## config.mk

```make
export PLATFORM = sky130hd
export DESIGN_NAME = host_port
export DESIGN_NICKNAME = d
export VERILOG_FILES = /design/src/logic/host_pkg.sv /design/src/logic/host_port.sv
export SDC_FILE = /design/constraint.sdc
export NUM_CORES = 1
export LEC_CHECK = 0
export ABC_AREA = 1
export BUFFER_PORTS_ARGS = -buffer_cell sky130_fd_sc_hd__buf_2
export CAP_MARGIN = 5
export CORE_UTILIZATION = 40
export CTS_CLUSTER_SIZE = 10
export DETAILED_ROUTE_END_ITERATION = 16
export PLACE_DENSITY = 0.8
export SYNTH_ARGS = -nofsm -noshare
export SYNTH_HDL_FRONTEND = slang
export SYNTH_SLANG_ARGS = --single-unit
```

## constraint.sdc

```tcl
create_clock -name clock -period 1.35 [get_ports clock]
set_input_delay 0.3375 -clock clock [delete_from_list [all_inputs] [get_ports clock]]
set_output_delay 0.3375 -clock clock [all_outputs]
set_load 0.05 [all_outputs]
```

## src/logic/host_pkg.sv

```systemverilog
package host_pkg;

	localparam int MAX_LEN = 64;
	localparam int BYTE_ADDR_W = $clog2(MAX_LEN);
	localparam int RING_DEPTH = 4; // one slot is always the fill slot

	typedef logic [7:0] byte_t;
	typedef logic [BYTE_ADDR_W:0] pkt_len_t; // holds 0 to MAX_LEN
	typedef logic [$clog2(RING_DEPTH)-1:0] slot_t;
	typedef logic [15:0] result_t;

	typedef enum logic [2:0] {
		OP_READ = 3'd0,
		OP_READ_LEN = 3'd1,
		OP_READ_NEXT = 3'd2,
		OP_WRITE = 3'd3,
		OP_WRITE_LEN = 3'd4,
		OP_WRITE_NEXT = 3'd5
	} host_op_t;

	// ring write side
	typedef enum logic [2:0] {
		WR_NONE,
		WR_BYTE,
		WR_LEN,
		WR_COMMIT,
		WR_TRIM,
		WR_CLEAR
	} wr_op_t;

	// ring read side
	typedef enum logic [1:0] {
		RD_NONE,
		RD_BYTE,
		RD_LEN,
		RD_RELEASE
	} rd_op_t;

endpackage

```

## src/logic/host_port.sv

```systemverilog
module host_port (
	input  logic clock,
	input  logic reset,
	input  logic req_i,
	input  host_pkg::host_op_t op_i,
	input  host_pkg::pkt_len_t addr_i,
	input  host_pkg::byte_t value_i,
	output logic ack_o,
	output host_pkg::result_t result_o,
	output host_pkg::wr_op_t tx_wr_op_o,
	output host_pkg::pkt_len_t tx_wr_addr_o,
	output host_pkg::byte_t tx_wr_data_o,
	input  host_pkg::result_t tx_wr_result_i,
	output host_pkg::rd_op_t rx_rd_op_o,
	output host_pkg::pkt_len_t rx_rd_addr_o,
	input  host_pkg::result_t rx_rd_result_i
);
	import host_pkg::*;

	typedef enum logic [2:0] {
		HP_IDLE,
		HP_ISSUE,
		HP_EXEC,
		HP_CAPTURE,
		HP_HOLD,
		HP_RELEASE
	} port_state_t;

	port_state_t state;
	logic tx_sel; // result comes from the tx ring

	always_ff @(posedge clock) begin
		if (reset) begin
			state <= HP_IDLE;
			ack_o <= 1'b0;
			result_o <= '0;
			tx_sel <= 1'b0;
			tx_wr_op_o <= WR_NONE;
			rx_rd_op_o <= RD_NONE;
		end else begin
			tx_wr_op_o <= WR_NONE; // ring ops last one cycle
			rx_rd_op_o <= RD_NONE;
			case (state)
				HP_IDLE: if (req_i && !ack_o) state <= HP_ISSUE;
				HP_ISSUE: begin
					tx_sel <= op_i inside {OP_WRITE, OP_WRITE_LEN, OP_WRITE_NEXT};
					case (op_i)
						OP_READ: rx_rd_op_o <= RD_BYTE;
						OP_READ_LEN: rx_rd_op_o <= RD_LEN;
						OP_READ_NEXT: rx_rd_op_o <= RD_RELEASE;
						OP_WRITE: tx_wr_op_o <= WR_BYTE;
						OP_WRITE_LEN: tx_wr_op_o <= WR_LEN;
						OP_WRITE_NEXT: tx_wr_op_o <= WR_COMMIT;
						default: ;
					endcase
					state <= HP_EXEC;
				end
				HP_EXEC: state <= HP_CAPTURE; // ring registers its result here
				HP_CAPTURE: begin
					result_o <= tx_sel ? tx_wr_result_i : rx_rd_result_i;
					ack_o <= 1'b1;
					state <= HP_HOLD;
				end
				HP_HOLD: if (!req_i) state <= HP_RELEASE;
				HP_RELEASE: begin
					ack_o <= 1'b0;
					state <= HP_IDLE;
				end
				default: state <= HP_IDLE;
			endcase
		end
	end

	always_ff @(posedge clock) begin
		if (state == HP_ISSUE) begin
			tx_wr_addr_o <= addr_i;
			tx_wr_data_o <= value_i;
			rx_rd_addr_o <= addr_i;
		end
	end

endmodule

```

### After elaboration in Yosys (flattened, before gate mapping)

Index checks and enable logic that the tools add are counted.

| word-level totals | value |
|---|---|
| register bits | 41 |
| bits of input ports | 53 |
| output and inout bits | 44 |
| logic and storage cells | 36 |

| cells by class | value |
|---|---|
| equal/unequal tests | 12 |
| mux-type cells | 7 |
| bitwise logic cells | 1 |
| reduce and logical (&&, ||, !) cells | 8 |

Operators with widths:

| kind | count |
|---|---|
| 16-bit two-way mux | 1 |
| 3-bit case mux with 5 select lines | 1 |
| 3-bit by 2-bit equality test with 1-bit output, second input constant | 4 |
| 3-bit equality test, second input constant | 4 |
| 2-bit case mux with 3 select lines | 2 |
| 3-bit by 1-bit equality test with 1-bit output, second input constant | 2 |
| 3-bit logical NOT | 2 |
| 3-bit two-way mux | 2 |
| 2-bit inequality test, second input constant | 2 |
| 3-bit nonzero test | 1 |
| 1-bit case mux with 2 select lines | 1 |
| 2-bit AND reduction | 1 |
| 2-bit nonzero test | 1 |
| 2-bit OR reduction | 1 |
| 1-bit logical AND | 1 |
| 1-bit logical NOT | 1 |
| 1-bit NOT | 1 |

### Longest topological paths before layout

| logic depth | value |
|---|---|
| depth after elaboration | 4 |
| depth in mapped cells | 6 |

### Worst setup path after synthesis

Ideal clock, no wire load.

| timing | value |
|---|---|
| path kind | reg-to-reg |
| start | register state[0] |
| end | register rx_rd_addr_o[0] (enable) |
| setup time | 0.359 ns |
| arrival time | 0.887 ns |
| data required time | 0.991 ns |
| setup slack | 0.104 ns |
| stages on the path, launching flop included | 3 |
| cells stage by stage | dfxtp_1 > nand3_1 > inv_1 |

| on the way | value |
|---|---|
| word-level cells in the longest chain between the ends | 1 |

RTL lines:

| what | line | text |
|---|---|---|
| start: declaration | host_port.sv:29 | `port_state_t state;` |
| start signal: assignment | host_port.sv:34 | `state <= HP_IDLE;` |
| start signal: assignment | host_port.sv:44 | `HP_IDLE: if (req_i && !ack_o) state <= HP_ISSUE;` |
| start signal: assignment | host_port.sv:56 | `state <= HP_EXEC;` |
| 3-bit by 1-bit equality test with 1-bit output | host_port.sv:75 | `if (state == HP_ISSUE) begin` |
| end signal: assignment | host_port.sv:78 | `rx_rd_addr_o <= addr_i;` |
| end: declaration | host_port.sv:15 | `output host_pkg::pkt_len_t rx_rd_addr_o,` |

No other way between the ends.
A chain may end at the register's enable or synchronous reset.

### Final worst setup path

| timing | value |
|---|---|
| start | register ack_o |
| end | output ack_o |

RTL lines:

| what | line | text |
|---|---|---|
| start: declaration | host_port.sv:8 | `output logic ack_o,` |
| start signal: assignment | host_port.sv:35 | `ack_o <= 1'b0;` |
| start signal: assignment | host_port.sv:61 | `ack_o <= 1'b1;` |
| start signal: assignment | host_port.sv:66 | `ack_o <= 1'b0;` |

No word-level cell between the ends.

==> run summary <==
Core Box Area = 4120 um^2
CTS resizes = 0
Area Growth Syn to Fin = 32.3%
Design Power = 0.00314 W
Die X = 68.5 um
Tmin final = 1.28 ns
Sinks on Clock Net = 40
dpl ws = 0.178 ns
hold buffer count at cts = 0
Layout Nets = 370
TritonCTS Buffers = 5
dpl cells = 360
Hold Crit Class = primary input to flop
first-pass GRT wire length = 5040 um
syn_area_per_cell = 7.75 um^2
fmax = 782 MHz
most common cell after layout, fill and taps aside = buf_2
Post-Route Skew = 0.00402 ns
Routed WL per cell = 9.06 um
initial antenna violation count = 0
Hold Startpoint = value_i[2]
root buf cell = clkbuf_8
most frequent cells in the layout = buf_2, nand2_1, inv_1, nor2_1, dfxtp_1
Synth Cell Area = 1770 um^2
Remaining Overflow, GRT = 0
Power Density = 1340 nW/um^2
CP arrival = 0.94 ns
Clock Latency Late Sink = 0.29 ns
flops & latches, synth = 40
post-route DRC violation count = 0
RSZ-0062 raised after global routing = no
Finished Core Util = 56.8%
clk buf depth = 2
register clock-pin slew on the reported worst setup and hold paths = 0.08 ns
Worst setup EP type = output port
Vias = 1579
overall global routing resource usage = 14.9%
slowest CP cell = dfxtp_1
status = complete, no violations
crit share post-route = 94.7%
Mapped Nets = 281
CTS tree = done
crit path buf inv count = 1
Synth Instances = 228
final instance count without filler cells = 368
gpl congestion = 0.791
CP max stage delay = 0.37 ns
Fin. Hold Viols = 0
setup tns final = 0 ns
Initial Util = 43.0%
leakage power = 1.24 nW
largest net degree at the start of global routing = 35
port buffer count = 95
R2R Setup Slk = 0.17 ns
fin worst setup slack = 0.0713 ns
Synth cell types = 17
Setup crit start = ack_o
Routed WL = 3330 um
worst endpoint required time = 1.01 ns
register area share after synthesis = 53.8%
Final Max Slew Viols = 0
post-CTS setup buffer count = 0
CP Class = flop to output port
crit start category = flop
H-tree Lvls = 2
final setup fails = 0
Top delay family on crit path = flip-flops
share of post-route cells with drive strength above 1 = 34.9%
origin of the critical flop-to-flop path = state[0]
die area = 4690 um^2
number of global-route vias before repair = 1267
Peak VDD IR = 0.533 mV
cells along the critical path = buf_2
post-route ant nets = 0
hpwl dp = 2560 um
std cell rows = 23
vias per inst = 4.29
Die Span Y = 68.5 um
IO Count = 97
Ys Warns = 0
DR iter-0 viols = 81
DR pass1 iterations = 4
diode count = 0
Max Cap Violations = 0
worst-path maximum fanout = 3
-- registers in the layout, summed over array words and instances, names as in the netlist --
name,flops
tx_wr_op_o,2
rx_rd_addr_o,7
tx_sel,1
rx_rd_op_o,2
ack_o,1
state,3
result_o,16
tx_wr_data_o,8
-- where the power goes --
part           total [W]  internal, W  leakage (nW)  switching, W
Combinational   0.000771     0.000210         0.839      0.000561
Sequential       0.00140      0.00136         0.343     0.0000447
Clock           0.000966     0.000556        0.0583      0.000410
Total            0.00314      0.00212          1.24       0.00102
-- path summary, 6_finish.rpt --
check	endpoint	cells after the start
setup / recovery	ack_o	1
hold / removal	tx_wr_data_o[2]	1
setup reg to reg	rx_rd_addr_o[4]	3
hold reg to reg	ack_o	2
-- metal layers --
layer  vias up  global-route usage [%]  wire length (um)
met4         0                    8.07                59
met5         -                       0                 0
met2        78                    24.0              1470
li1        854                       -                 -
met3         7                    5.67               366
met1       640                    16.8              1440
-- cell usage after synthesis --
master / number / area, um^2
inv_2: 2 / 7.51
clkbuf_1: 1 / 3.75
nand3_4: 1 / 17.5
conb_1: 1 / 3.75
nand3_1: 7 / 35.0
a21oi_1: 3 / 15.0
o21ai_0: 17 / 85.1
nand2_2: 3 / 18.8
nand2_1: 58 / 218
dfxtp_1: 25 / 500
nor2_1: 40 / 150
buf_4: 10 / 75.1
nor3_1: 1 / 5.00
edfxtp_1: 15 / 450
inv_1: 40 / 150
buf_2: 2 / 10.0
buf_6: 2 / 22.5
-- layout make-up --
type                            count  area [um^2]
Clock buffer                        5         68.8
Clock inverter                      3         47.5
Fill cell                         382         1780
Inverter                           42          158
Multi-Input combinational cell    131          548
Sequential cell                    40          951
Tap cell                           50         62.6
Timing Repair Buffer               97          503
-- cells by family (layout without fill, tap and decap cells) --
| group | Yosys count | in the layout | synth area share [%] |
|---|---|---|---|
| compound gates | 20 | 20 | 5.66 |
| other cells | 1 | 1 | 0.212 |
| buf+inv | 57 | 147 | 15.2 |
| flops | 40 | 40 | 53.8 |
| simple gates | 110 | 110 | 25.1 |
-- through the flow --
stage	cell area (um^2)	hold slack, ns
6_report	2340	0.221
5_1_grt	2340	0.212
4_1_cts	2340	0.211
3_5_place_dp	2220	0.482
3_3_place_gp	2220	0.478
2_1_floorplan	1770	0.407
(Power assumes the default switching activity.)
