$ cat src/logic/eth_pkg.sv
package eth_pkg;

	// --------------------------------------------------
	// line-side framing constants
	localparam logic [7:0] PREAMBLE_BYTE = 8'h55;
	localparam logic [7:0] SFD_BYTE = 8'hd5;
	localparam int PREAMBLE_LEN = 7;
	localparam int FCS_LEN = 4;
	localparam int IFG_CYCLES = 12;

	localparam logic [31:0] CRC_POLY = 32'h04c11db7;
	localparam logic [31:0] CRC_INIT = 32'hffffffff;
	localparam logic [31:0] CRC_RESIDUE = 32'hc704dd7b; // seen after a good FCS

	// shared by framer and deframer, each uses a subset
	typedef enum logic [2:0] {
		FS_IDLE,
		FS_PREAMBLE,
		FS_SFD,
		FS_DATA,
		FS_FCS,
		FS_GAP,
		FS_COMMIT
	} frame_state_t;

	// --------------------------------------------------
	// one byte through the crc register, d[0] goes in first
	function automatic logic [31:0] next_crc32_d8(input logic [7:0] data,
			input logic [31:0] crc);
		logic [31:0] c;
		logic fb;
		c = crc;
		for (int i = 0; i < 8; i++) begin
			fb = c[31] ^ data[i];
			c = {c[30:0], 1'b0};
			if (fb)
				c = c ^ CRC_POLY;
		end
		return c;
	endfunction

	function automatic logic [7:0] reverse_byte(input logic [7:0] data);
		logic [7:0] r;
		for (int i = 0; i < 8; i++)
			r[i] = data[7 - i];
		return r;
	endfunction

endpackage

$ cat src/logic/host_pkg.sv
package host_pkg;

	localparam int MAX_LEN = 64;
	localparam int BYTE_ADDR_W = $clog2(MAX_LEN);
	localparam int RING_DEPTH = 4; // one slot is always the fill slot

	typedef logic [7:0] byte_t;
	typedef logic [BYTE_ADDR_W:0] pkt_len_t; // holds 0 to MAX_LEN
	typedef logic [$clog2(RING_DEPTH)-1:0] slot_t;
	typedef logic [15:0] result_t;

	typedef enum logic [2:0] {
		OP_READ = 3'd0,
		OP_READ_LEN = 3'd1,
		OP_READ_NEXT = 3'd2,
		OP_WRITE = 3'd3,
		OP_WRITE_LEN = 3'd4,
		OP_WRITE_NEXT = 3'd5
	} host_op_t;

	// ring write side
	typedef enum logic [2:0] {
		WR_NONE,
		WR_BYTE,
		WR_LEN,
		WR_COMMIT,
		WR_TRIM,
		WR_CLEAR
	} wr_op_t;

	// ring read side
	typedef enum logic [1:0] {
		RD_NONE,
		RD_BYTE,
		RD_LEN,
		RD_RELEASE
	} rd_op_t;

endpackage

$ cat src/logic/rx_deframer.sv
module rx_deframer (
	input  logic clock,
	input  logic reset,
	input  host_pkg::byte_t rx_data_i,
	input  logic rx_dv_i,
	input  logic rx_er_i,
	output host_pkg::wr_op_t wr_op_o,
	output host_pkg::pkt_len_t wr_addr_o,
	output host_pkg::byte_t wr_data_o,
	input  host_pkg::result_t wr_result_i
);
	import host_pkg::*;
	import eth_pkg::*;

	frame_state_t state;
	logic [2:0] cnt; // preamble bytes, then commit steps
	pkt_len_t addr;
	logic [31:0] crc;
	logic [31:0] crc_next;
	logic in_frame;
	logic line_bad;

	assign crc_next = next_crc32_d8(rx_data_i, crc);
	assign in_frame = state inside {FS_PREAMBLE, FS_SFD, FS_DATA};
	assign line_bad = !rx_dv_i || rx_er_i;

	always_ff @(posedge clock) begin
		if (state == FS_DATA) begin
			wr_addr_o <= addr;
			wr_data_o <= rx_data_i;
		end
	end

	always_ff @(posedge clock) begin
		if (reset) begin
			state <= FS_IDLE;
			wr_op_o <= WR_NONE;
			cnt <= '0;
			addr <= '0;
			crc <= CRC_INIT;
		end else begin
			wr_op_o <= WR_NONE;
			if (in_frame && line_bad) begin
				wr_op_o <= WR_CLEAR; // drop what was stored
				state <= FS_IDLE;
			end else begin
				case (state)
					FS_IDLE: begin
						if (!line_bad && rx_data_i == PREAMBLE_BYTE) begin
							state <= FS_PREAMBLE;
							cnt <= 3'd1;
						end
					end
					FS_PREAMBLE: begin
						if (rx_data_i != PREAMBLE_BYTE) begin
							wr_op_o <= WR_CLEAR;
							state <= FS_IDLE;
						end else if (cnt == PREAMBLE_LEN - 1) begin
							state <= FS_SFD;
						end else begin
							cnt <= cnt + 1'b1;
						end
					end
					FS_SFD: begin
						if (rx_data_i == SFD_BYTE) begin
							state <= FS_DATA;
							addr <= '0;
							crc <= CRC_INIT;
						end else begin
							wr_op_o <= WR_CLEAR;
							state <= FS_IDLE;
						end
					end
					FS_DATA: begin
						if (crc_next == CRC_RESIDUE) begin
							wr_op_o <= WR_BYTE; // last fcs byte, trimmed later
							state <= FS_COMMIT;
							cnt <= '0;
						end else if (addr == MAX_LEN - 1) begin
							wr_op_o <= WR_CLEAR; // too long
							state <= FS_IDLE;
						end else begin
							wr_op_o <= WR_BYTE;
							addr <= addr + 1'b1;
							crc <= crc_next;
						end
					end
					// trim, commit, wait for result, check it
					FS_COMMIT: begin
						cnt <= cnt + 1'b1;
						case (cnt)
							3'd0: wr_op_o <= WR_TRIM;
							3'd1: wr_op_o <= WR_COMMIT;
							3'd3: begin
								if (wr_result_i != '0)
									wr_op_o <= WR_CLEAR; // ring full
								state <= FS_IDLE;
							end
							default: ;
						endcase
					end
					default: state <= FS_IDLE;
				endcase
			end
		end
	end

endmodule

$ cat config.mk
export PLATFORM = sky130hd
export DESIGN_NAME = rx_deframer
export DESIGN_NICKNAME = d
export VERILOG_FILES = /design/src/logic/eth_pkg.sv /design/src/logic/host_pkg.sv /design/src/logic/rx_deframer.sv
export SDC_FILE = /design/constraint.sdc
export NUM_CORES = 1
export LEC_CHECK = 0
export ABC_CLOCK_PERIOD_IN_PS = 4000
export BUFFER_PORTS_ARGS = -buffer_cell sky130_fd_sc_hd__buf_2
export CELL_PAD_IN_SITES_DETAIL_PLACEMENT = 1
export CELL_PAD_IN_SITES_GLOBAL_PLACEMENT = 1
export CORE_MARGIN = 5
export CORE_UTILIZATION = 30
export DETAILED_ROUTE_END_ITERATION = 7
export PLACE_DENSITY_LB_ADDON = 0.1
export SLEW_MARGIN = 20
export SYNTH_ARGS = -nofsm -noshare
export SYNTH_HDL_FRONTEND = slang
export SYNTH_SLANG_ARGS = --single-unit
$ cat constraint.sdc
create_clock -name clock -period 4 [get_ports clock]
set_clock_uncertainty 0.2 [all_clocks]
set_input_delay 0.6 -clock clock [delete_from_list [all_inputs] [get_ports clock]]
set_output_delay 0.6 -clock clock [all_outputs]
set_load 0.01 [all_outputs]
After elaboration in Yosys (flattened, before gate mapping) --
Index checks and enable logic that the tools add are counted.
Storage, ports and cells: bits of input ports 28, register bits after elaboration 63, logic and storage cells 100
Cells by class: add/subtract/negate cells 2, multiplexer cells 36, reduce and logical (&&, ||, !) cells 15, eq/ne operators 22, bitwise operators 17
Operator list (count):
- 27-bit two-way mux | 8
- 14-bit inverter | 8
- 32-bit two-way mux | 3
- 32-bit case mux with 2 select lines | 1
- 3-bit two-way mux | 15
- 32-bit == test (second input constant) | 1
- 3-bit case mux with 4 select lines | 2
- 7-bit two-way mux | 3
- 16-bit nonzero test | 1
- 3-bit case mux with 5 select lines | 1
- 7-bit case mux with 2 select lines | 1
- 2-bit inequality test (second input constant) | 6
- 3-bit by 2-bit == test with 1-bit output (second input constant) | 3
- 3-bit case mux with 3 select lines | 1
- 8-bit by 7-bit == test with 1-bit output (second input constant) | 1
- 8-bit == test (second input constant) | 1
- 8-bit by 7-bit inequality test with 1-bit output (second input constant) | 1
- 1-bit XOR | 8
- 7-bit by 1-bit adder with 7-bit output (second input constant) | 1
- 7-bit by 6-bit == test with 1-bit output (second input constant) | 1
- 3-bit by 1-bit == test with 1-bit output (second input constant) | 2
- 3-bit == test (second input constant) | 2
- 3-bit logical NOT | 2
- 3-bit by 1-bit inequality test with 1-bit output (second input constant) | 2
- other kinds (14) | 17

Longest topological paths before layout --
depth after elaboration 20, mapped depth 13

Least setup slack after synthesis --
Ideal clock, no wire load.
kind input port to flip-flop, from in rx_data_i[7], to reg cnt[1], buffers on the path 1, setup time 0.070 ns, slack 0.605 ns, arrival 3.125 ns, stages on the path 10, path through buf_2 -> xnor2_2 -> xnor2_4 -> inv_2 -> xnor3_1 -> a2111oi_4 -> nor4b_4 -> a21oi_2 -> or4b_1 -> a21oi_1
On the way: longest elaborated chain between the ends 5, elaborated cells between the ends (all ways) 10, classes of those cells eq/ne (6); mux (1); bitwise (1); reduce/logical (2)
RTL lines:
- start, declared | line rx_deframer.sv:4 | input host_pkg::byte_t rx_data_i,
- 1-bit XOR | line eth_pkg.sv:34 | fb = c[31] ^ data[i];
- 27-bit two-way mux | line eth_pkg.sv:36 | if (fb)
- 32-bit == test | line rx_deframer.sv:75 | if (crc_next == CRC_RESIDUE) begin
- 2-bit by 1-bit inequality test with 1-bit output (no source line)
- 6-bit AND reduction (no source line) (*)
- end signal, assigned | line rx_deframer.sv:61 | cnt <= cnt + 1'b1;
- end signal, assigned | line rx_deframer.sv:90 | cnt <= cnt + 1'b1;
- end, declared | line rx_deframer.sv:16 | logic [2:0] cnt;
Every way passes the cells marked *; elsewhere a longest branch is shown, timed or not. A chain may end at the register's enable or synchronous reset.

Worst setup path after layout --
Same ends and word-level chain as after synthesis.

==> key figures <==
Placed design
  • Placed Cells: ~570
  • Final GP Congestion: about 0.84
  • IO Port Bufs: 45
  • Post-DP HPWL: 8450 µm

Floorplanning
  • Die Ht: 124 µm
  • Initial Util: 0.308
  • Area of the core: 12700 µm²
  • Die Wd: ~120 µm
  • I/O Pins: 46
  • Die area: 15400 µm²
  • Placement row count: 41

Detailed routing
  • Post-Route WL: 11200 µm
  • DR WL/cell: 19.0 µm
  • DR vias: 2946
  • DRC viols: 0
  • Antenna Nets Post-Route: 0
  • Routed vias/inst: 5.00
  • Drt pass-1 iters: 4
  • Drt first-iter violations: 162

Clock network
  • Root buffer cell: clkbuf_16
  • CTS tree: yes
  • H-tree levels: 3
  • Clk buf depth: 2
  • Clock transition at path regs: 0.06 ns
  • Setup bufs post-CTS: 0
  • Post-CTS Hold Buffers: 0
  • Clk_lat worst skew: 0.34 ns
  • # clock sinks: 63
  • Post-CTS sizing: 0
  • CTS buffer count: 9

Global routing
  • Largest net degree at the start of global routing: 35
  • Initial antenna violation count: 0
  • GRT Util Overall: 0.155
  • Remaining Overflow, GRT: 0
  • Number of global-route vias before repair: 3040
  • First-pass GRT wire length: ~17000 µm

Worst setup path
  • Critical-path cell list: buf_2 -> xnor2_2 -> xnor2_4 -> inv_2 -> ha_1 -> nor4b_1 -> o2111ai_1 -> nor4_2 -> a21oi_2 -> or4b_1 -> a21oi_1
  • Critical path capture point type: flop
  • Critical path type: in -> reg
  • Worst-case reg-to-reg path depth: 10
  • Slowest CP cell: or4b_1
  • Reg2reg end: cnt[1]$_SDFFE_PP0P_
  • CP Data Arrival Time: about 3.6 ns
  • Slack of the worst reg-to-reg path: 0.49 ns
  • Max stage delay on crit path: 0.54 ns
  • Worst Path Required: 4.07 ns
  • CP Launch Type: input pin
  • Worst Path Max Fanout: 9
  • R2R Path Start: crc[30]$_SDFFE_PP1P_

Timing
  • Fin crit period: 3.52 ns
  • Max Freq: 284 MHz
  • RSZ-0062 raised after global routing: false
  • Slew @ Worst Pin: 0.644 ns
  • Setup violations, final: 0
  • Tcrit/Tclk final: 0.880
  • Final Hold Vio Count: 0
  • Sum Neg Setup Slack: 0 ns
  • Final-report max-slew violation count: 0
  • Slew Limit Headroom: 0.569

Worst hold path
  • Hold Path Origin: addr[6]$_SDFFE_PP0P_
  • Min-Delay Path Depth: 1
  • WHS Endpoint: addr[6]$_SDFFE_PP0P_
  • Hold Crit Class: reg -> reg

Synth
  • Cells after Synth: roughly 350
  • Yosys reg bits: 63
  • Ys Warns: 0
  • Number of synthesized flops with an enable pin: 15
  • Avg Cell Area, Syn: 11.3 µm²
  • Async S/R FF share, synth: 0
  • Yosys cell types: 57
  • Post-Syn Nets: 380
  • Mapped cell area: 3900 µm²
  • Ys flop type: dfxtp_1
  • Register area share after synthesis: 0.362

Layout
  • Finished Layout Cells: around 600
  • Most frequent cells in the layout: dfxtp_1, buf_2, xnor2_1
  • Layout fillers: 1432
  • P&R area growth vs syn: 23.0%
  • Final nets: 447
  • # diodes: 0
  • Share of post-route cells with drive strength above 1: 0.249
  • Commonest non-fill, non-tap cell in the layout: dfxtp_1

Outcome
  • Status: finished clean

Power
  • VDD IR max: 0.184 mV
  • Cell Pwr Density: between 300 and 400 nW/µm²
  • Leakage power: 1.93 nW

Flow run
  • Max-cap check violation count: 0
[where the power goes]
group	internal (mW)	switching, mW
registers	0.650	0.000951
clock network	0.546	0.312
logic	0.150	0.155
[how the worst max path moves through the flow]
stage | start | to | cells after the start
after global placement | rx_data_i[7] | cnt[1]$_SDFFE_PP0P_ | 11
final | rx_data_i[7] | cnt[1]$_SDFFE_PP0P_ | 11
after global routing | crc[30]$_SDFFE_PP1P_ | cnt[2]$_SDFFE_PP0P_ | 10
after floorplan | rx_data_i[7] | cnt[1]$_SDFFE_PP0P_ | 10
after CTS | crc[30]$_SDFFE_PP1P_ | cnt[1]$_SDFFE_PP0P_ | 10
after detailed placement | rx_data_i[7] | cnt[1]$_SDFFE_PP0P_ | 11
[worst max-delay path, delay by kind of cell]
| family | cells | cell delay (ns) |
|---|---|---|
| AOI/OAI and AO/OA | 3 | 0.52 |
| and+or+nand+nor | 3 | 1.36 |
| xor gates and xnor gates | 2 | 0.58 |
| buffers and inverters | 2 | 0.36 |
| adders and majority gates | 1 | 0.16 |
[layer usage]
metal	global-route usage	share of wire	routed length, µm	vias to the layer above
met1	0.208	0.47	5250	1438
li1	-	-	-	1433
met4	0.0589	0.021	235	0
met5	0	0	0	-
met3	0.0327	0.041	455	15
met2	0.246	0.47	5240	60
[Yosys cell counts, drive strengths merged (5+ instances only)]
library cell	count	area [µm²]
nor3	6	30.0
a2bb2oi	24	210
nor2b	5	31.3
inv	7	26.3
o21ai	9	45.0
buf	7	35.0
nand2	14	52.6
xnor3	19	428
nor4	9	62.6
nand3	8	40.0
ha	7	87.6
nor2	17	63.8
a21oi	14	73.8
xnor2	45	503
edfxtp	15	450
dfxtp	48	961
and2	5	31.3
clkbuf	6	22.5
mux2i	6	60.1
o22a	10	87.6
xor2	8	77.6
[through the flow]
step                      power (mW)  instance area (µm²)  hold WS (ns)  utilization  worst slack, ns
after floorplan                0.876                 3900         0.237            -            0.605
after detailed placement       0.972                 4480         0.264        0.353            0.106
after global routing            1.89                 4800         0.289        0.379            0.205
final                           1.82                 4800         0.270        0.379            0.479
after CTS                       1.85                 4800         0.273        0.379            0.444
after global placement         0.973                 4480         0.268        0.353            0.135
[layout make-up]
class                   count  area (µm²)  area share
well taps                 172         215      0.0448
flip-flops and latches     63        1410       0.294
repair buffers             69         418      0.0871
clock buffers               9         225      0.0469
inverters                   7        26.3     0.00547
clock inverters             7        96.3      0.0201
multi-input cells         262        2410       0.502
[logic make-up after synthesis]
group | count (synthesis) | share of synthesized area
AO/OA/AOI/OAI | 80 | 0.160
XOR/XNOR | 75 | 0.277
adder cells (fa/ha/maj) | 7 | 0.0224
buffers and inverters | 20 | 0.0215
flip-flops | 63 | 0.362
multiplexers | 6 | 0.0154
AND/OR/NAND/NOR | 94 | 0.143
[state kept, by name, summed over array words and instances (netlist names)]
| register | flops |
|---|---|
| crc | 32 |
| wr_data_o | 8 |
| addr | 7 |
| wr_addr_o | 7 |
| cnt | 3 |
| state | 3 |
| wr_op_o | 3 |
(Power assumes the default switching activity.)
