[config.mk]
export PLATFORM = sky130hd
export DESIGN_NAME = packet_ring
export DESIGN_NICKNAME = d
export VERILOG_FILES = /design/src/logic/eth_pkg.sv /design/src/logic/host_pkg.sv /design/src/logic/packet_ring.sv
export SDC_FILE = /design/constraint.sdc
export NUM_CORES = 2
export LEC_CHECK = 0
export BUFFER_PORTS_ARGS = -buffer_cell sky130_fd_sc_hd__buf_2
export CAP_MARGIN = 5
export CORE_ASPECT_RATIO = 0.75
export CORE_MARGIN = 8
export CORE_UTILIZATION = 63
export CTS_CLUSTER_SIZE = 28
export DETAILED_ROUTE_END_ITERATION = 10
export PLACE_DENSITY = 0.79
export SETUP_SLACK_MARGIN = 0.1
export SLEW_MARGIN = 20
export SYNTH_ARGS = -nofsm -noshare
export SYNTH_HDL_FRONTEND = slang
export SYNTH_SLANG_ARGS = --single-unit
[constraint.sdc]
create_clock -name clock -period 5 [get_ports clock]
set_input_delay 1 -clock clock [delete_from_list [all_inputs] [get_ports clock]]
set_output_delay 1 -clock clock [all_outputs]
set_load 0.005 [all_outputs]
[src/logic/eth_pkg.sv]
package eth_pkg;

	// --------------------------------------------------
	// line-side framing constants
	localparam logic [7:0] PREAMBLE_BYTE = 8'h55;
	localparam logic [7:0] SFD_BYTE = 8'hd5;
	localparam int PREAMBLE_LEN = 7;
	localparam int FCS_LEN = 4;
	localparam int IFG_CYCLES = 12;

	localparam logic [31:0] CRC_POLY = 32'h04c11db7;
	localparam logic [31:0] CRC_INIT = 32'hffffffff;
	localparam logic [31:0] CRC_RESIDUE = 32'hc704dd7b; // seen after a good FCS

	// shared by framer and deframer, each uses a subset
	typedef enum logic [2:0] {
		FS_IDLE,
		FS_PREAMBLE,
		FS_SFD,
		FS_DATA,
		FS_FCS,
		FS_GAP,
		FS_COMMIT
	} frame_state_t;

	// --------------------------------------------------
	// one byte through the crc register, d[0] goes in first
	function automatic logic [31:0] next_crc32_d8(input logic [7:0] data,
			input logic [31:0] crc);
		logic [31:0] c;
		logic fb;
		c = crc;
		for (int i = 0; i < 8; i++) begin
			fb = c[31] ^ data[i];
			c = {c[30:0], 1'b0};
			if (fb)
				c = c ^ CRC_POLY;
		end
		return c;
	endfunction

	function automatic logic [7:0] reverse_byte(input logic [7:0] data);
		logic [7:0] r;
		for (int i = 0; i < 8; i++)
			r[i] = data[7 - i];
		return r;
	endfunction

endpackage

[src/logic/host_pkg.sv]
package host_pkg;

	localparam int MAX_LEN = 64;
	localparam int BYTE_ADDR_W = $clog2(MAX_LEN);
	localparam int RING_DEPTH = 4; // one slot is always the fill slot

	typedef logic [7:0] byte_t;
	typedef logic [BYTE_ADDR_W:0] pkt_len_t; // holds 0 to MAX_LEN
	typedef logic [$clog2(RING_DEPTH)-1:0] slot_t;
	typedef logic [15:0] result_t;

	typedef enum logic [2:0] {
		OP_READ = 3'd0,
		OP_READ_LEN = 3'd1,
		OP_READ_NEXT = 3'd2,
		OP_WRITE = 3'd3,
		OP_WRITE_LEN = 3'd4,
		OP_WRITE_NEXT = 3'd5
	} host_op_t;

	// ring write side
	typedef enum logic [2:0] {
		WR_NONE,
		WR_BYTE,
		WR_LEN,
		WR_COMMIT,
		WR_TRIM,
		WR_CLEAR
	} wr_op_t;

	// ring read side
	typedef enum logic [1:0] {
		RD_NONE,
		RD_BYTE,
		RD_LEN,
		RD_RELEASE
	} rd_op_t;

endpackage

[src/logic/packet_ring.sv]
module packet_ring (
	input  logic clock,
	input  logic reset,
	input  host_pkg::wr_op_t wr_op_i,
	input  host_pkg::pkt_len_t wr_addr_i,
	input  host_pkg::byte_t wr_data_i,
	output host_pkg::result_t wr_result_o,
	input  host_pkg::rd_op_t rd_op_i,
	input  host_pkg::pkt_len_t rd_addr_i,
	output host_pkg::result_t rd_result_o,
	output logic rd_avail_o
);
	import host_pkg::*;
	import eth_pkg::*;

	byte_t mem [RING_DEPTH][MAX_LEN];
	pkt_len_t len [RING_DEPTH];
	slot_t fill_ptr; // slot being written
	slot_t head_ptr; // oldest committed slot
	slot_t next_fill;
	logic [$clog2(RING_DEPTH)-1:0] count;
	logic commit_ok;
	logic release_ok;

	assign next_fill = fill_ptr + 1'b1;
	assign commit_ok = (wr_op_i == WR_COMMIT) && (len[fill_ptr] != '0) &&
		(count < RING_DEPTH - 1);
	assign release_ok = (rd_op_i == RD_RELEASE) && (count != '0);
	assign rd_avail_o = (count != '0);

	always_ff @(posedge clock) begin
		if (wr_op_i == WR_BYTE && wr_addr_i < MAX_LEN)
			mem[fill_ptr][wr_addr_i[BYTE_ADDR_W-1:0]] <= wr_data_i;
	end

	// --------------------------------------------------
	// write side, lengths and commit count
	always_ff @(posedge clock) begin
		if (reset) begin
			fill_ptr <= '0;
			count <= '0;
			wr_result_o <= '0;
			for (int i = 0; i < RING_DEPTH; i++)
				len[i] <= '0;
		end else begin
			case (wr_op_i)
				WR_BYTE: begin
					if (wr_addr_i < MAX_LEN) begin
						if (wr_addr_i >= len[fill_ptr])
							len[fill_ptr] <= wr_addr_i + 1'b1;
						wr_result_o <= '0;
					end else begin
						wr_result_o <= result_t'(1); // past end of slot
					end
				end
				WR_LEN: wr_result_o <= result_t'(len[fill_ptr]);
				WR_COMMIT: begin
					if (commit_ok) begin
						fill_ptr <= next_fill;
						len[next_fill] <= '0;
					end
					// empty slot is not an error, only a full ring
					wr_result_o <= result_t'(len[fill_ptr] != '0 && !commit_ok);
				end
				WR_TRIM: begin
					if (len[fill_ptr] >= FCS_LEN)
						len[fill_ptr] <= len[fill_ptr] - pkt_len_t'(FCS_LEN);
					wr_result_o <= '0;
				end
				WR_CLEAR: begin
					len[fill_ptr] <= '0;
					wr_result_o <= '0;
				end
				default: ;
			endcase

			if (commit_ok && !release_ok)
				count <= count + 1'b1;
			else if (release_ok && !commit_ok)
				count <= count - 1'b1;
		end
	end

	// --------------------------------------------------
	// read side
	always_ff @(posedge clock) begin
		if (reset) begin
			head_ptr <= '0;
			rd_result_o <= '0;
		end else begin
			case (rd_op_i)
				RD_BYTE: begin
					if (count != '0 && rd_addr_i < len[head_ptr])
						rd_result_o <= result_t'(mem[head_ptr][rd_addr_i[BYTE_ADDR_W-1:0]]);
					else
						rd_result_o <= '0;
				end
				RD_LEN: rd_result_o <= (count != '0) ? result_t'(len[head_ptr]) : '0;
				RD_RELEASE: begin
					if (release_ok)
						head_ptr <= head_ptr + 1'b1;
					rd_result_o <= result_t'(!release_ok); // 1 when nothing to free
				end
				default: ;
			endcase
		end
	end

endmodule

# Yosys cells after proc, flatten, opt, wreduce, memory -nomap -nowiden
# Memory sizes are Yosys's and may differ from the RTL's. A register that Yosys moved wholly into a read port is not among the register bits.
# Index checks and enable logic that the tools add are counted.
[totals]
out_inout_bits = 33
n_memories = 2
inputBits = 29
wordCells = 100
mem_bits_rw = 2076
register_bits = 38
[mem_list]
columns = ["memory", "words", "word_bits", "rd", "rd_clocked_by_memory_dff", "wr", "line", "source"]
rows = [
  ["mem", 4, 512, 1, 1, 1, "packet_ring.sv:16", "byte_t mem [RING_DEPTH][MAX_LEN];"],
  ["len", 4, 7, 2, 2, 4, "packet_ring.sv:17", "pkt_len_t len [RING_DEPTH];"],
]
[classes]
n_reduce_logical = 21
eq_ne = 8
add_sub_neg = 6
muxes = 46
bitwise = 4
n_lt_le_gt_ge = 8
[ops]
columns = ["cell", "count"]
rows = [
  ["$mux W512", 1],
  ["$pmux W16 S4", 1],
  ["$bmux W8 S6", 1],
  ["$demux W8 S6", 1],
  ["$pmux W16 S3", 1],
  ["$mux W7", 5],
  ["$mux W8", 4],
  ["$mux W1", 22],
  ["$mux W2", 10],
  ["$ge A7 B7 Y1 const B", 2],
  ["$not A6 Y7", 2],
  ["$reduce_or A7 Y1", 2],
  ["$logic_and A1 B1 Y1", 9],
  ["$add A7 B1 Y7 const B", 1],
  ["$ge A7 B3 Y1 const B", 1],
  ["$ge A7 B7 Y1", 1],
  ["$lt A7 B1 Y1 const B", 1],
  ["$lt A7 B7 Y1", 1],
  ["$lt A7 B7 Y1 const B", 1],
  ["$reduce_bool A7 Y1", 1],
  ["$sub A7 B3 Y7 const B", 1],
  ["$add A2 B1 Y2 const B", 3],
  ["$eq A3 B2 Y1 const B", 2],
  ["$eq A3 B3 Y1 const B", 2],
  ["other kinds (12)", 17],
]

# Longest topological paths before layout
[depth]
ltp_word = 11
mapped_depth = 16

# Worst setup path before layout
# No wires, ideal clock.
[synth_path]
path_kind = "reg-to-reg"
start = "register (tool-made name)"
end = "register rd_result_o[1]"
path_stages_with_launch = 17
arrival_ns = 3.880
setup_ns = 0.092
path_slack_ns = 1.027
period_less_slack_ns = 3.973
path_cell_list = "dfxtp_1 > buf_6 > buf_8 > buf_6 > buf_6 > buf_6 > buf_4 > mux4_2 > inv_1 > ha_1 > a211oi_1 > a31oi_1 > a21oi_1 > and2_0 > nand2_1 > or4_1 > o32ai_1"
[synth_rtl]
columns = ["element", "line", "source"]
rows = [
  ["end signal: assignment", "packet_ring.sv:94", "rd_result_o <= result_t'(mem[head_ptr][rd_addr_i[BYTE_ADDR_W-1:0]]);"],
  ["end signal: assignment", "packet_ring.sv:98", "RD_LEN: rd_result_o <= (count != '0) ? result_t'(len[head_ptr]) : '0;"],
  ["end signal: assignment", "packet_ring.sv:102", "rd_result_o <= result_t'(!release_ok);"],
  ["end: declaration", "packet_ring.sv:10", "output host_pkg::result_t rd_result_o,"],
]

==> impl_metrics.yaml <==
pwr:
  intPower_uw: 27890
  clkPwrFrac_pct: 40.2
  total_power_uw: 35740
  p_sw_uw: 7846
  power_frac_comb_pct: 5.6
  irDropWorstVdd_mv: 0.3202
  swShare_pct: 21.95
  powerDensity_mw_per_mm2: 388.5
  p_seq_share_pct: 54.3
  power.leakage_uw: 0.02755
timing:
  slew_headroom_pct: 15.89
  hold_violations: 0
  tns_ns: 0
  finalSetupViolations: 0
  period_share_pct: 86.28
  worst_slew_pin_slew_ns: 1.246
  finalClockSkew_ns: 0.02539
  max_freq_mhz: 231.8
  rsz0062_at_grt: "no"
  period_needed_ns: 4.314
  slew_viol_final: 0
synthesis:
  synth-edff-count: 2076
  async_flop_share_pct: 0
  ys_seq_area_share_pct: 74.80
  synth_area_leaders: "edfxtp_1 74%, mux4_2 9.8%, mux2i_1 3.7%"
  synth_area_per_cell_um2: 19.43
  ys_warn_count: 0
  synthesis.area_mm2: 0.08402
  synthCells: 4324
  ys_ff_latch: 2101
  yosysTopAreaCellShare_pct: 74.20
  synth_flop_cell: "edfxtp_1"
  synthDistinctLibCells: 73
  yosysMostFrequentCell: "edfxtp_1"
  synth_common_cells: "2076 x edfxtp_1, 365 x mux4_2, 337 x nor2_1"
  synth_area_leader_cell: "edfxtp_1"
place:
  gp_congestion: 0.9601
  io_buffers: 44
  dp_hpwl_mm: 140.0
finish:
  final_util_pct: 69.18
  area_growth_pct: 9.478
  nets: 4471
  layout-drive-gt1-share_pct: 18.67
clocking:
  cts-root-buf: "clkbuf_16"
  cts_setup_buffers: 0
  cts.sinks: 2101
  cts_tree: "built"
  cts_buffer_depth: 3
  insertion_delay_ns: 0.83
  cts_resized: 0
  hold_buffers: 0
  htreeDepth: 4
  clkTransAtPathRegs_ns: 0.07
  numCtsBuffers: 185
floorplan:
  core_mm2: 0.1329
  io_pins: 62
  rows: 116
  die_h_um: 332.3
  die_w_um: 437.7
  die_area_mm2: 0.1454
  start_util_pct: 63.19
run:
  maxCapViolations: 0
setup_path:
  arrival_ns: 5.06
  end_kind: "register"
  worst-r2r-setup-slack_ns: 0.69
  rr_endpoint: "rd_result_o[1]$_SDFFE_PP0P_"
  critPathRequiredTime_ns: 5.74
  crit_fanout: 104
  critical_path_class: "register to register"
  reg2regPathDepth: 8
  worstSetupStartpointType: "register"
detailed_routing:
  drt_iter0_drc: 8870
  wire_per_inst_um: 36.04
  viasPerCell: 7.256
  ant_nets: 0
  num_vias: 46088
  drc_errors: 0
  first_pass_iters: 6
  routed_wl_mm: 228.9
status:
  outcome: "completed"
worst_hold_path:
  holdPathEnd: "rd_result_o[6]$_SDFFE_PP0P_"
  holdPathStages: 2
  hp-start: "rd_result_o[6]$_SDFFE_PP0P_"
  hold_class: "register to register"
grt:
  grt_pass1_wl_mm: 324.7
  grt_pass1_vias: 44289
  grtUsageTotal_pct: 31.04
  grt.overflow.total: 0
  antenna_found_initial: 6
  grt_max_degree: 141
==> layout by cell type (no fill, tap or decap), types with 20 or more instances in the layout <==
master,netlist,routed
nand3_1,56,52
o21ai_0,107,107
a21oi_1,64,64
a22oi_1,55,55
nor2_1,337,333
mux4_2,365,365
inv_1,21,20
mux4_1,25,25
a2111oi_0,24,24
nor2b_1,25,22
clkbuf_16,0,186
buf_12,7,20
a221oi_1,89,89
buf_4,40,106
buf_2,48,34
nor3_1,38,38
dfxtp_1,25,23
ha_1,21,21
nand2_1,112,110
edfxtp_1,2076,2076
a221o_1,31,31
mux2i_1,307,307
clkinv_2,0,31
clkinv_1,3,43
clkbuf_1,103,45
a211oi_1,22,22
==> worst max-delay path, cell delays in order (launching register included) <==
cell and delay, ns:
dfxtp_4 0.69, buf_12 0.58, mux2i_1 0.22, a221oi_1 0.57
o21ai_0 0.27, a211oi_1 0.54, o21ai_0 0.34, or4_1 0.48
o32ai_1 0.28
==> layer usage <==
layer  share of wire (%)  GRT usage (%)  wire length, um  up-vias
met5               0.020              0               45        -
met4                 4.3          11.42             9956        8
met3                  16          10.72            36710      613
met2                  44          44.76           100500     4095
met1                  36          44.50            81720    23354
li1                    -              -                -    18018
==> how the worst max path moves through the flow <==
stage / startpoint / end / slack (ns) / cells after the start
floorplan: register / rd_result_o[1]$_SDFFE_PP0P_ / 1.03 / 16
global placement: rd_addr_i[0] / rd_result_o[0]$_SDFFE_PP0P_ / 1.01 / 9
detailed placement: rd_addr_i[0] / rd_result_o[0]$_SDFFE_PP0P_ / 0.90 / 9
CTS: register / rd_result_o[1]$_SDFFE_PP0P_ / 0.96 / 8
global route: register / rd_result_o[1]$_SDFFE_PP0P_ / 0.70 / 8
finish: register / rd_result_o[1]$_SDFFE_PP0P_ / 0.69 / 8
==> power groups by stage <==
stage | combinational, uW | sequential, uW | clock, uW
CTS | 1920 | 19400 | 14400
global route | 2030 | 19400 | 15000
finish | 1990 | 19400 | 14400
floorplan | 1110 | 19800 | 0
detailed placement | 1910 | 19800 | 0
global placement | 1870 | 19800 | 0
==> flip-flops by register name, indices dropped and copies added, names as in the netlist, named ones only <==
signal       cells
mem           2048
count            2
head_ptr         2
rd_result_o      8
wr_result_o      7
fill_ptr         2
len             28
==> logic make-up (layout without fill, tap and decap cells) <==
logic type / after synthesis / in the layout / synth area share [%]
other: 1 / 20 / 0.004463
adders and majority gates: 21 / 21 / 0.3127
and+or+nand+nor: 654 / 654 / 3.430
muxes: 716 / 716 / 14.48
buffers and inverters: 300 / 539 / 2.372
AOI/OAI and AO/OA: 519 / 519 / 4.481
DFF: 2101 / 2101 / 74.80
xor gates and xnor gates: 12 / 12 / 0.1251
==> layout make-up <==
| type | instances | area (um^2) |
|---|---|---|
| sequential | 2101 | 62850 |
| multi-input combinational | 1939 | 19330 |
| antenna | 3 | 7.507 |
| inverter | 24 | 95.09 |
| tap | 1770 | 2215 |
| clock buffer | 233 | 4851 |
| clock inverter | 112 | 1134 |
| timing repair buffer | 170 | 1499 |
| fill | 7944 | 40970 |
==> metrics by stage <==
| stage | worst slack, ns | area, um^2 | std cells | hold WS, ns |
|---|---|---|---|---|
| floorplan | 1.027 | 84080 | 4340 | 0.4793 |
| global placement | 1.011 | 85980 | 6004 | 0.4893 |
| detailed placement | 0.8956 | 85980 | 6004 | 0.4957 |
| CTS | 0.9607 | 91960 | 6349 | 0.5042 |
| global route | 0.6975 | 91980 | 6351 | 0.5397 |
| finish | 0.6860 | 91980 | 6352 | 0.5096 |
No activity file was read; power rests on OpenSTA's default activity.
